**config.mk**
```make
export PLATFORM = sky130hd
export DESIGN_NAME = ddr_bridge_top
export DESIGN_NICKNAME = d
export VERILOG_FILES = /design/src/logic/axi_ram_pkg.sv /design/src/logic/beat_if.sv /design/src/logic/burst_addr_gen.sv /design/src/logic/ddr_bridge_top.sv /design/src/logic/read_data_stage.sv /design/src/logic/write_data_stage.sv
export SDC_FILE = /design/constraint.sdc
export NUM_CORES = 1
export LEC_CHECK = 0
export BUFFER_PORTS_ARGS = -buffer_cell sky130_fd_sc_hd__buf_2
export CAP_MARGIN = 10
export CORE_AREA = 2 2 247 249
export CTS_BUF_LIST = sky130_fd_sc_hd__clkbuf_8
export DETAILED_ROUTE_END_ITERATION = 12
export DIE_AREA = 0 0 249 251
export PLACE_DENSITY_LB_ADDON = 0.12
export SYNTH_ARGS = -nofsm -noshare
export SYNTH_HDL_FRONTEND = slang
export SYNTH_SLANG_ARGS = --single-unit
```
**constraint.sdc**
```tcl
create_clock -name clk -period 11.35 [get_ports clk]
set_clock_uncertainty 0.05 [all_clocks]
set_input_delay 0 -clock clk [delete_from_list [all_inputs] [get_ports clk]]
set_output_delay 0 -clock clk [all_outputs]
set_load 0.01 [all_outputs]
```
**src/logic/axi_ram_pkg.sv**
```systemverilog
// widths, address split and beat types shared by the AXI to memory bridge
// the RTL and the testbench both pull their types from here

package axi_ram_pkg;

    // data path
    localparam int DATA_W = 64;
    localparam int STRB_W = DATA_W / 8;

    // byte address and its word address after dropping the byte offset
    localparam int ADDR_W      = 32;
    localparam int LSB         = $clog2(STRB_W);
    localparam int WORD_ADDR_W = ADDR_W - LSB;

    // AXI4 length field, holds beats minus one
    localparam int LEN_W = 8;

    typedef logic [ADDR_W-1:0]      addr_t;
    typedef logic [WORD_ADDR_W-1:0] word_addr_t;
    typedef logic [DATA_W-1:0]      data_t;
    typedef logic [STRB_W-1:0]      strb_t;
    typedef logic [LEN_W-1:0]       len_t;

endpackage

```
**src/logic/beat_if.sv**
```systemverilog
// per-word beat from the burst address stage to a read or write data stage
`timescale 1ns/1ps

interface beat_if;
    import axi_ram_pkg::*;

    logic       beat_valid;
    logic       beat_ready;
    word_addr_t beat_addr;
    // high on the final word of a burst
    logic       beat_last;

    modport src (
        output beat_valid,
        input  beat_ready,
        output beat_addr,
        output beat_last
    );

    modport dst (
        input  beat_valid,
        output beat_ready,
        input  beat_addr,
        input  beat_last
    );

endinterface

```
**src/logic/burst_addr_gen.sv**
```systemverilog
// splits one incrementing AXI burst request into word addresses, one per beat
// sits behind each AR or AW channel of the bridge
`timescale 1ns/1ps

module burst_addr_gen (
    input  logic               clk,
    input  logic               i_reset,
    input  axi_ram_pkg::addr_t i_req_addr,
    input  axi_ram_pkg::len_t  i_req_len,
    input  logic               i_req_valid,
    output logic               o_req_ready,
    beat_if.src                beat
);
    import axi_ram_pkg::*;

    logic       active_q;
    word_addr_t addr_q;
    len_t       left_q;
    logic       req_fire;
    logic       beat_fire;

    assign req_fire  = i_req_valid & o_req_ready;
    assign beat_fire = beat.beat_valid & beat.beat_ready;

    // the current beat is simply the burst state
    assign beat.beat_valid = active_q;
    assign beat.beat_addr  = addr_q;
    assign beat.beat_last  = (left_q == '0);

    // burst FSM, ready comes up one edge after reset and whenever idle
    always_ff @(posedge clk) begin
        if (i_reset) begin
            active_q    <= 1'b0;
            o_req_ready <= 1'b0;
        end else if (req_fire) begin
            active_q    <= 1'b1;
            o_req_ready <= 1'b0;
        end else if (beat_fire && beat.beat_last) begin
            active_q    <= 1'b0;
            o_req_ready <= 1'b1;
        end else if (!active_q) begin
            o_req_ready <= 1'b1;
        end
    end

    // word address and remaining beat count
    always_ff @(posedge clk) begin
        if (req_fire) begin
            addr_q <= i_req_addr[ADDR_W-1:LSB];
            left_q <= i_req_len;
        end else if (beat_fire) begin
            addr_q <= addr_q + 1'b1;
            left_q <= left_q - 1'b1;
        end
    end

    // bursts start on a full word
    assert property (@(posedge clk) disable iff (i_reset)
        i_req_valid |-> (i_req_addr[LSB-1:0] == '0))
        else $error("unaligned burst address %h", i_req_addr);

    // a stalled beat keeps its address and last flag
    assert property (@(posedge clk) disable iff (i_reset)
        (beat.beat_valid && !beat.beat_ready) |=>
            (beat.beat_valid && $stable(beat.beat_addr) && $stable(beat.beat_last)))
        else $error("beat payload changed while stalled");

endmodule

```
**src/logic/ddr_bridge_top.sv**
```systemverilog
// AXI4 burst to memory port bridge standing in for DDR in accelerator simulation
// pixel and weights read channels plus the output write channel, all independent
`timescale 1ns/1ps

module ddr_bridge_top (
    input  logic                    clk,
    input  logic                    i_reset,

    // pixel read channel
    input  axi_ram_pkg::addr_t      i_pix_araddr,
    input  axi_ram_pkg::len_t       i_pix_arlen,
    input  logic                    i_pix_arvalid,
    output logic                    o_pix_arready,
    output axi_ram_pkg::data_t      o_pix_rdata,
    output logic                    o_pix_rlast,
    output logic                    o_pix_rvalid,
    input  logic                    i_pix_rready,
    output logic                    o_pix_rd,
    output axi_ram_pkg::word_addr_t o_pix_raddr,
    input  axi_ram_pkg::data_t      i_pix_mem_rdata,

    // weights read channel
    input  axi_ram_pkg::addr_t      i_wgt_araddr,
    input  axi_ram_pkg::len_t       i_wgt_arlen,
    input  logic                    i_wgt_arvalid,
    output logic                    o_wgt_arready,
    output axi_ram_pkg::data_t      o_wgt_rdata,
    output logic                    o_wgt_rlast,
    output logic                    o_wgt_rvalid,
    input  logic                    i_wgt_rready,
    output logic                    o_wgt_rd,
    output axi_ram_pkg::word_addr_t o_wgt_raddr,
    input  axi_ram_pkg::data_t      i_wgt_mem_rdata,

    // output write channel
    input  axi_ram_pkg::addr_t      i_out_awaddr,
    input  axi_ram_pkg::len_t       i_out_awlen,
    input  logic                    i_out_awvalid,
    output logic                    o_out_awready,
    input  axi_ram_pkg::data_t      i_out_wdata,
    input  axi_ram_pkg::strb_t      i_out_wstrb,
    input  logic                    i_out_wlast,
    input  logic                    i_out_wvalid,
    output logic                    o_out_wready,
    output logic                    o_out_bvalid,
    input  logic                    i_out_bready,
    output logic                    o_out_we,
    output axi_ram_pkg::word_addr_t o_out_waddr,
    output axi_ram_pkg::data_t      o_out_mem_wdata,
    output axi_ram_pkg::strb_t      o_out_mem_wstrb
);

    beat_if pix_beat ();
    beat_if wgt_beat ();
    beat_if out_beat ();

    // pixel reads
    burst_addr_gen u_pix_ar (
        .clk         (clk),
        .i_reset     (i_reset),
        .i_req_addr  (i_pix_araddr),
        .i_req_len   (i_pix_arlen),
        .i_req_valid (i_pix_arvalid),
        .o_req_ready (o_pix_arready),
        .beat        (pix_beat.src)
    );

    read_data_stage u_pix_r (
        .clk      (clk),
        .i_reset  (i_reset),
        .beat     (pix_beat.dst),
        .o_rd     (o_pix_rd),
        .o_raddr  (o_pix_raddr),
        .i_rdata  (i_pix_mem_rdata),
        .o_rdata  (o_pix_rdata),
        .o_rlast  (o_pix_rlast),
        .o_rvalid (o_pix_rvalid),
        .i_rready (i_pix_rready)
    );

    // weights reads
    burst_addr_gen u_wgt_ar (
        .clk         (clk),
        .i_reset     (i_reset),
        .i_req_addr  (i_wgt_araddr),
        .i_req_len   (i_wgt_arlen),
        .i_req_valid (i_wgt_arvalid),
        .o_req_ready (o_wgt_arready),
        .beat        (wgt_beat.src)
    );

    read_data_stage u_wgt_r (
        .clk      (clk),
        .i_reset  (i_reset),
        .beat     (wgt_beat.dst),
        .o_rd     (o_wgt_rd),
        .o_raddr  (o_wgt_raddr),
        .i_rdata  (i_wgt_mem_rdata),
        .o_rdata  (o_wgt_rdata),
        .o_rlast  (o_wgt_rlast),
        .o_rvalid (o_wgt_rvalid),
        .i_rready (i_wgt_rready)
    );

    // output writes
    burst_addr_gen u_out_aw (
        .clk         (clk),
        .i_reset     (i_reset),
        .i_req_addr  (i_out_awaddr),
        .i_req_len   (i_out_awlen),
        .i_req_valid (i_out_awvalid),
        .o_req_ready (o_out_awready),
        .beat        (out_beat.src)
    );

    write_data_stage u_out_w (
        .clk      (clk),
        .i_reset  (i_reset),
        .beat     (out_beat.dst),
        .i_wdata  (i_out_wdata),
        .i_wstrb  (i_out_wstrb),
        .i_wlast  (i_out_wlast),
        .i_wvalid (i_out_wvalid),
        .o_wready (o_out_wready),
        .o_we     (o_out_we),
        .o_waddr  (o_out_waddr),
        .o_wdata  (o_out_mem_wdata),
        .o_wstrb  (o_out_mem_wstrb),
        .o_bvalid (o_out_bvalid),
        .i_bready (i_out_bready)
    );

endmodule

```
**src/logic/read_data_stage.sv**
```systemverilog
// turns beats into single-cycle memory reads and streams the words out as AXI R
// a two-entry skid keeps reads at full rate while rready is low
`timescale 1ns/1ps

module read_data_stage (
    input  logic                    clk,
    input  logic                    i_reset,
    beat_if.dst                     beat,
    output logic                    o_rd,
    output axi_ram_pkg::word_addr_t o_raddr,
    input  axi_ram_pkg::data_t      i_rdata,
    output axi_ram_pkg::data_t      o_rdata,
    output logic                    o_rlast,
    output logic                    o_rvalid,
    input  logic                    i_rready
);
    import axi_ram_pkg::*;

    logic       pend_q;
    logic       pend_last_q;
    data_t      skid_data_q [2];
    logic [1:0] skid_last_q;
    logic       wr_ptr_q;
    logic       rd_ptr_q;
    logic [1:0] count_q;
    logic       push;
    logic       pop;
    logic [1:0] held;

    // words held = one in flight from memory plus the skid contents
    assign held = count_q + {1'b0, pend_q};
    assign push = pend_q;
    assign pop  = o_rvalid & i_rready;

    // take a beat only if room remains after this cycle's pop
    assign beat.beat_ready = (held - {1'b0, pop}) < 2'd2;

    // memory read goes out in the beat handshake cycle
    assign o_rd    = beat.beat_valid & beat.beat_ready;
    assign o_raddr = beat.beat_addr;

    assign o_rvalid = (count_q != 2'd0);
    assign o_rdata  = skid_data_q[rd_ptr_q];
    assign o_rlast  = skid_last_q[rd_ptr_q];

    always_ff @(posedge clk) begin
        if (i_reset) begin
            pend_q   <= 1'b0;
            wr_ptr_q <= 1'b0;
            rd_ptr_q <= 1'b0;
            count_q  <= 2'd0;
        end else begin
            pend_q  <= o_rd;
            count_q <= count_q + {1'b0, push} - {1'b0, pop};
            if (push) begin
                wr_ptr_q <= ~wr_ptr_q;
            end
            if (pop) begin
                rd_ptr_q <= ~rd_ptr_q;
            end
        end
    end

    // last flag rides along with the read, memory word lands a cycle later
    always_ff @(posedge clk) begin
        if (o_rd) begin
            pend_last_q <= beat.beat_last;
        end
        if (push) begin
            skid_data_q[wr_ptr_q] <= i_rdata;
            skid_last_q[wr_ptr_q] <= pend_last_q;
        end
    end

    // never more than two words between the memory and the reader
    assert property (@(posedge clk) disable iff (i_reset)
        held <= 2'd2)
        else $error("read skid overflow, %0d words held", held);

endmodule

```
**src/logic/write_data_stage.sv**
```systemverilog
// pairs write beats with AXI W data into registered memory writes
// one B response goes out after the final word of each burst
`timescale 1ns/1ps

module write_data_stage (
    input  logic                    clk,
    input  logic                    i_reset,
    beat_if.dst                     beat,
    input  axi_ram_pkg::data_t      i_wdata,
    input  axi_ram_pkg::strb_t      i_wstrb,
    input  logic                    i_wlast,
    input  logic                    i_wvalid,
    output logic                    o_wready,
    output logic                    o_we,
    output axi_ram_pkg::word_addr_t o_waddr,
    output axi_ram_pkg::data_t      o_wdata,
    output axi_ram_pkg::strb_t      o_wstrb,
    output logic                    o_bvalid,
    input  logic                    i_bready
);
    import axi_ram_pkg::*;

    logic we_last_q;
    logic stall;
    logic fire;

    // hold off beats from the final write until B is taken
    assign stall = o_bvalid | we_last_q;

    // beat and W move together
    assign o_wready        = beat.beat_valid & ~stall;
    assign beat.beat_ready = i_wvalid & ~stall;
    assign fire            = beat.beat_valid & i_wvalid & ~stall;

    always_ff @(posedge clk) begin
        if (i_reset) begin
            o_we      <= 1'b0;
            we_last_q <= 1'b0;
            o_bvalid  <= 1'b0;
        end else begin
            o_we      <= fire;
            we_last_q <= fire & beat.beat_last;
            // response one edge after the last write pulse
            if (we_last_q) begin
                o_bvalid <= 1'b1;
            end else if (i_bready) begin
                o_bvalid <= 1'b0;
            end
        end
    end

    // memory write payload
    always_ff @(posedge clk) begin
        if (fire) begin
            o_waddr <= beat.beat_addr;
            o_wdata <= i_wdata;
            o_wstrb <= i_wstrb;
        end
    end

    // the writer's wlast must land on the burst's final address
    assert property (@(posedge clk) disable iff (i_reset)
        fire |-> (i_wlast == beat.beat_last))
        else $error("wlast %b disagrees with beat_last %b", i_wlast, beat.beat_last);

endmodule

```
After elaboration in Yosys (flattened, before gate mapping). Memories as Yosys holds them, arrays and structs flattened. A register that Yosys moved wholly into a read port is not among the register bits. Cells that the tools add are included.

Register bits after elaboration: 237. Memory bits (writable): 256. Output and inout bits: 299. Logic and storage cells: 136. Memories kept: 2.

Add/subtract/negate cells: 10. Magnitude comparators: 8. Equal/unequal tests: 3. Mux-type cells: 44. Bitwise operators: 19. Reduce and logical (&&, ||, !) cells: 20.

Memories: u_pix_r.skid_data_q (words 2, width 64, read ports 1, clocked after Yosys merged registers in 1, wr ports 1, RTL line read_data_stage.sv:21) `data_t skid_data_q [2];`; u_wgt_r.skid_data_q (words 2, width 64, read ports 1, clocked after Yosys merged registers in 1, wr ports 1, RTL line read_data_stage.sv:21).

Operators with widths (number): $mux 29 (6); $add 29x1->29 const B (3); $mux 8 (6); $mux 1 (28); $logic_not 8->1 (3); $sub 8x1->8 const B (3); $reduce_bool 2->1 (9); $and 1x1->1 (13); $lt 1x2->1 const B (4); $ne 2x2->1 const B (3); $reduce_or 2->1 (3); $logic_and 1x1->1 (5); $not 1->1 (5); $add 2x1->2 (2); $bwmux 2 (2); $lt 2x2->1 const B (2); $sub 2x1->2 (2); $demux 1 s1 (2); $ge 1x1->1 const B (2); $or 1x1->1 (1).

Depth between registers and ports, before layout.
Depth in word-level cells: 8. Mapped depth: 9. Mapped depth without buffers: 9.

Cells and area by module. Synthesis repeated with hierarchy kept, for this count alone.

Cell total of the unflattened synthesis: 1351. Area total of the unflattened synthesis: 20584.7 µm².

By module, submodules not included: read_data_stage (times used 2, cells an instance 257, area an instance 5232.5 µm², sequential area each 4053.9 µm²); burst_addr_gen (times used 3, cells an instance 241, area an instance 2316.0 µm², sequential area each 1151.1 µm²); write_data_stage (times used 1, cells an instance 114, area an instance 3171.8 µm², sequential area each 3093.0 µm²).

Worst setup path before layout. Ideal clock, no wire load.

Kind: reg-to-reg. Start: reg u_pix_r.pend_q. End: mem u_pix_r.skid_data_q[0][0] in the netlist's numbering (enable). Arrival time: 3.128 ns. Required time: 10.811 ns. Slack: 7.683 ns. Cell stages (with the launch flop): 3. Clock period less this slack: 3.667 ns. Cells stage by stage: dfxtp_1 > inv_1 > nor2_1.

Longest elaborated chain between the ends: 2.

Ends and longest elaborated chain: from (decl) (RTL line read_data_stage.sv:19) `logic pend_q;`; from (signal assigned) (RTL line read_data_stage.sv:53) `pend_q <= o_rd;`; $mux 1 (RTL line read_data_stage.sv:69) `if (push) begin`; $mux 1 (not written as such) (RTL line read_data_stage.sv:70) `skid_data_q[wr_ptr_q] <= i_rdata;`; to (decl) (RTL line read_data_stage.sv:21).

No other way between the ends.

Worst setup path in the final report.
Start: reg u_pix_r.count_q[1]. End: reg u_pix_ar.o_req_ready.

Longest elaborated chain between the ends: 7. Elaborated cells on any way between the ends: 9.

Ends and longest elaborated chain: from (decl) (RTL line read_data_stage.sv:25) `logic [1:0] count_q;`; from (signal assigned) (RTL line read_data_stage.sv:54) `count_q <= count_q + {1'b0, push} - {1'b0, pop};`; $reduce_bool 2->1 * (RTL line read_data_stage.sv:42) `assign o_rvalid = (count_q != 2'd0);`; $and 1x1->1 * (RTL line read_data_stage.sv:33) `assign pop = o_rvalid & i_rready;`; via u_pix_r.pop (RTL line read_data_stage.sv:27) `logic pop;`; $sub 2x1->2 * (RTL line read_data_stage.sv:36) `assign beat.beat_ready = (held - {1'b0, pop}) < 2'd2;`; $lt 2x2->1 * (RTL line read_data_stage.sv:36); $and 1x1->1 * (RTL line burst_addr_gen.sv:23) `assign beat_fire = beat.beat_valid & beat.beat_ready;`; $logic_and 1x1->1 * (RTL line burst_addr_gen.sv:38) `end else if (beat_fire && beat.beat_last) begin`; $ne 2x2->1 (no line) / $mux 1 (equally long branches); to (signal assigned) (RTL line burst_addr_gen.sv:37) `o_req_ready <= 1'b0;`; to (signal assigned) (RTL line burst_addr_gen.sv:40) `o_req_ready <= 1'b1;`; to (signal assigned) (RTL line burst_addr_gen.sv:42) `o_req_ready <= 1'b1;`; to (decl) (RTL line burst_addr_gen.sv:11) `output logic o_req_ready,`.

Mark *: on every way through the listed nets, which the timed path passes. The rest lies on a longest branch. A chain may end at the register's enable or synchronous reset.

==> metrics.yaml <==
power_and_ir_drop:
  vdd_drop_max_v: 0.0000862
  powerDensity_nw_per_um2: 151
  leakage_nw: 11.9
  p_total_mw: 4.70
clock_network:
  cts_tree: "built"
  clock_latency_ps: 680
  cts_buffer_depth: 3
  clk_pin_slew_ps: 60
  cts.htree.levels: 3
  root_buffer: "clkbuf_8"
  cts_buffers: 88
  clkSinkCount: 495
run_status:
  status: "finished clean"
floorplanning:
  rows: 90
  die_y_um: 251
  io_pins: 629
  start_util: 0.333
  die_w_um: 249
  die_area_sq_um: 62500
  core_sq_um: 59800
cells_and_area:
  n_fill_cell: 5199
  layout-area-overhead-vs-synth_pct: 56.0
  final_nets: 2850
  drive_above_1_share: 0.346
  layout.cells.non_filler: 3366
worst_setup_path:
  cpPeakStageDelay_ps: 560
  critPathKind: "reg -> reg"
  slowest_stage: "dlygate4sd3_1"
  required_ps: 11890
  crit_top_cell: "ha_1"
  crit_path_cell_trace: "or2_2 > and2_1 > ha_1 > inv_1 > ha_1 > xor3_1 > o41ai_1 > nor2_1 > nor3_1 > dlygate4sd3_1"
  rr_endpoint: "u_pix_ar.o_req_ready$_SDFFE_PP0P_"
  path_buf_inv: 2
  worst-r2r-setup-slack_ps: 8370
  critPathArrivalTime_ps: 3510
  cp-end-kind: "register"
  start_kind: "register"
  rr_worst_depth: 10
  r2r_start: "u_pix_r.count_q[1]$_SDFF_PP0_"
  cp-startpoint: "u_pix_r.count_q[1]$_SDFF_PP0_"
  cpLargestDelayFamily: "simple AND/OR/NAND/NOR gates"
  cp_max_fo: 3
logic_synthesis:
  synth_edf_count: 474
  synth_area_leaders: "edfxtp_1 (71%), mux2_2 (7.3%), dfxtp_1 (2.1%)"
  synth_xor_area_frac: 0.0314
  yosysSeqAreaShare: 0.735
  synth_compound_area_frac: 0.0460
  async_flop_share: 0
  yosysTopAreaCell: "edfxtp_1"
  synthMuxAreaShare: 0.0740
  synth_top_area_frac: 0.714
  syn_inst: 1289
  yosys-top-cells-count: "edfxtp_1 (474), mux2_2 (130), nand2_1 (109)"
  synth_seq_cells: 495
  post-synth-top-count-cell: "edfxtp_1"
  syn-num-nets: 1630
  synth-simple-area-share: 0.0915
  postSynthAreaPerCell_sq_um: 15.5
  synth_area_sq_um: 19900
  synth.distinct_cells: 41
  ys.flop_type: "edfxtp_1"
  yosysWarnings: 0
  synth_adder_area_share: 0.00691
  synth_top_family_by_area: "simple AND/OR/NAND/NOR gates"
sta:
  hold-worst-slack_ps: 54.7
  rsz0062_at_grt: "false"
  hold_viol_final: 0
  finalCriticalPeriod_ps: 2980
  setup_viol_count_final: 0
  fmax_mhz: 336
  worst_pin_slew_ps: 1020
  fin_setup_tns_ps: 0
  min_period_over_period: 0.262
  slew_violations: 0
  maxSlewHeadroom: 0.320
hold_path:
  hold_depth: 2
  hp-start: "i_out_wdata[35]"
  min_path_type: "in -> reg"
  min_to: "u_out_w.o_wdata[35]$_DFFE_PP_"
placed_design:
  dp_hpwl_um: 39700
  dp_cells: 2652
  port_buffers: 618
  gp_congestion: 0.805
detailed_routing:
  drc: 0
  vias: 15600
  initialDrtViolationCount: 694
  wire_per_inst_um: 18.1
  postRouteAntennaNets: 0
  dr.pass1.iters: 5
  totalWireLength_um: 61000
  viasPerCell: 4.63
global_route:
  overflow: 0
  grt_max_degree: 71
  track_usage: 0.189
  grt_pass1_vias: 16200
  grt_pass1_wl_um: 91800
  grt_antenna_before_repair: 9
job:
  timing.max_cap.violations: 0
report_power, final:
| part | internal [mW] | switching [mW] |
|---|---|---|
| logic | 0.462 | 0.443 |
| clock network | 0.810 | 0.749 |
| registers | 2.15 | 0.0856 |
area by class of cell:
class,count,area (sq um),share of cell area
clock inverter,65,368,0.0118
sequential,495,14700,0.472
timing repair buffer,1183,8710,0.280
tap,782,978,0.0315
clock buffer,93,1280,0.0412
inverter,21,81.3,0.00262
multi-input combinational,720,4990,0.161
antenna,7,17.5,0.000564
cell usage in the layout, fill, tap and decap left out, types with 6 or more instances in the layout:
cell type,count
buf_2,618
dlygate4sd3_1,549
edfxtp_1,474
mux2_2,130
nand2_1,109
clkbuf_8,93
nor2_1,73
o21ai_0,70
inv_1,62
xnor2_1,42
a31oi_1,39
or4_1,29
nand3_1,27
o31ai_1,26
xor2_1,24
nand4_1,21
dfxtp_1,19
buf_4,16
nor3_1,15
nor4_1,14
a21oi_1,13
or3_1,12
ha_1,11
and4_1,10
clkinv_1,10
and3_1,8
diode_2,7
and2_1,7
or2_2,6
how the worst max path moves through the flow:
stage	endpoint	depth (start not counted)
2_1_floorplan	u_pix_r.skid_data_q[0][0]$_DFFE_PP_	2
3_3_place_gp	u_wgt_ar.beat.beat_addr[11]$_DFFE_PP_	10
3_5_place_dp	u_pix_ar.beat.beat_addr[5]$_DFFE_PP_	10
4_1_cts	u_pix_ar.o_req_ready$_SDFFE_PP0P_	10
5_1_grt	u_wgt_ar.beat.beat_addr[24]$_DFFE_PP_	6
6_report	u_pix_ar.o_req_ready$_SDFFE_PP0P_	10
sequential cells by signal (all words and copies together) (netlist names), 8 cells and up, named ones only:
register / count
u_wgt_r.skid_data_q: 128
u_out_w.o_wstrb: 8
u_pix_r.skid_data_q: 128
u_wgt_ar.left_q: 8
u_out_w.o_waddr: 29
u_out_aw.beat.beat_addr: 29
u_wgt_ar.beat.beat_addr: 29
u_pix_ar.left_q: 8
u_pix_ar.beat.beat_addr: 29
u_out_aw.left_q: 8
u_out_w.o_wdata: 64
cells by family after synthesis:
logic type                 count (synthesis)
AOI/OAI and AO/OA                        155
xor gates and xnor gates                  68
adders and majority gates                 11
buffers and inverters                     74
DFF                                      495
muxes                                    131
and+or+nand+nor                          355
timing repair:
| item | 4_1_cts | 5_1_grt |
|---|---|---|
| gates resized for setup | 0 | 0 |
| buffers inserted | 0 | 0 |
| endpoints found under the hold margin | 489 | 0 |
| hold buffers | 549 | 0 |
routing by layer:
| metal | vias to the layer above | GRT usage | share of wire |
|---|---|---|---|
| met5 | - | 0 | 0.00066 |
| li1 | 7437 | - | - |
| met3 | 100 | 0.0574 | 0.073 |
| met4 | 6 | 0.0684 | 0.025 |
| met2 | 509 | 0.333 | 0.50 |
| met1 | 7532 | 0.217 | 0.40 |
per-stage QoR:
stage	area, sq um	util	setup slack, ps
global placement	23900	0.400	8570
finish	31100	0.520	8370
global route	31100	0.520	8230
floorplan	19900	-	7680
CTS	31100	0.520	8390
detailed placement	23900	0.400	8550
No activity file was read; power rests on OpenSTA's default activity.
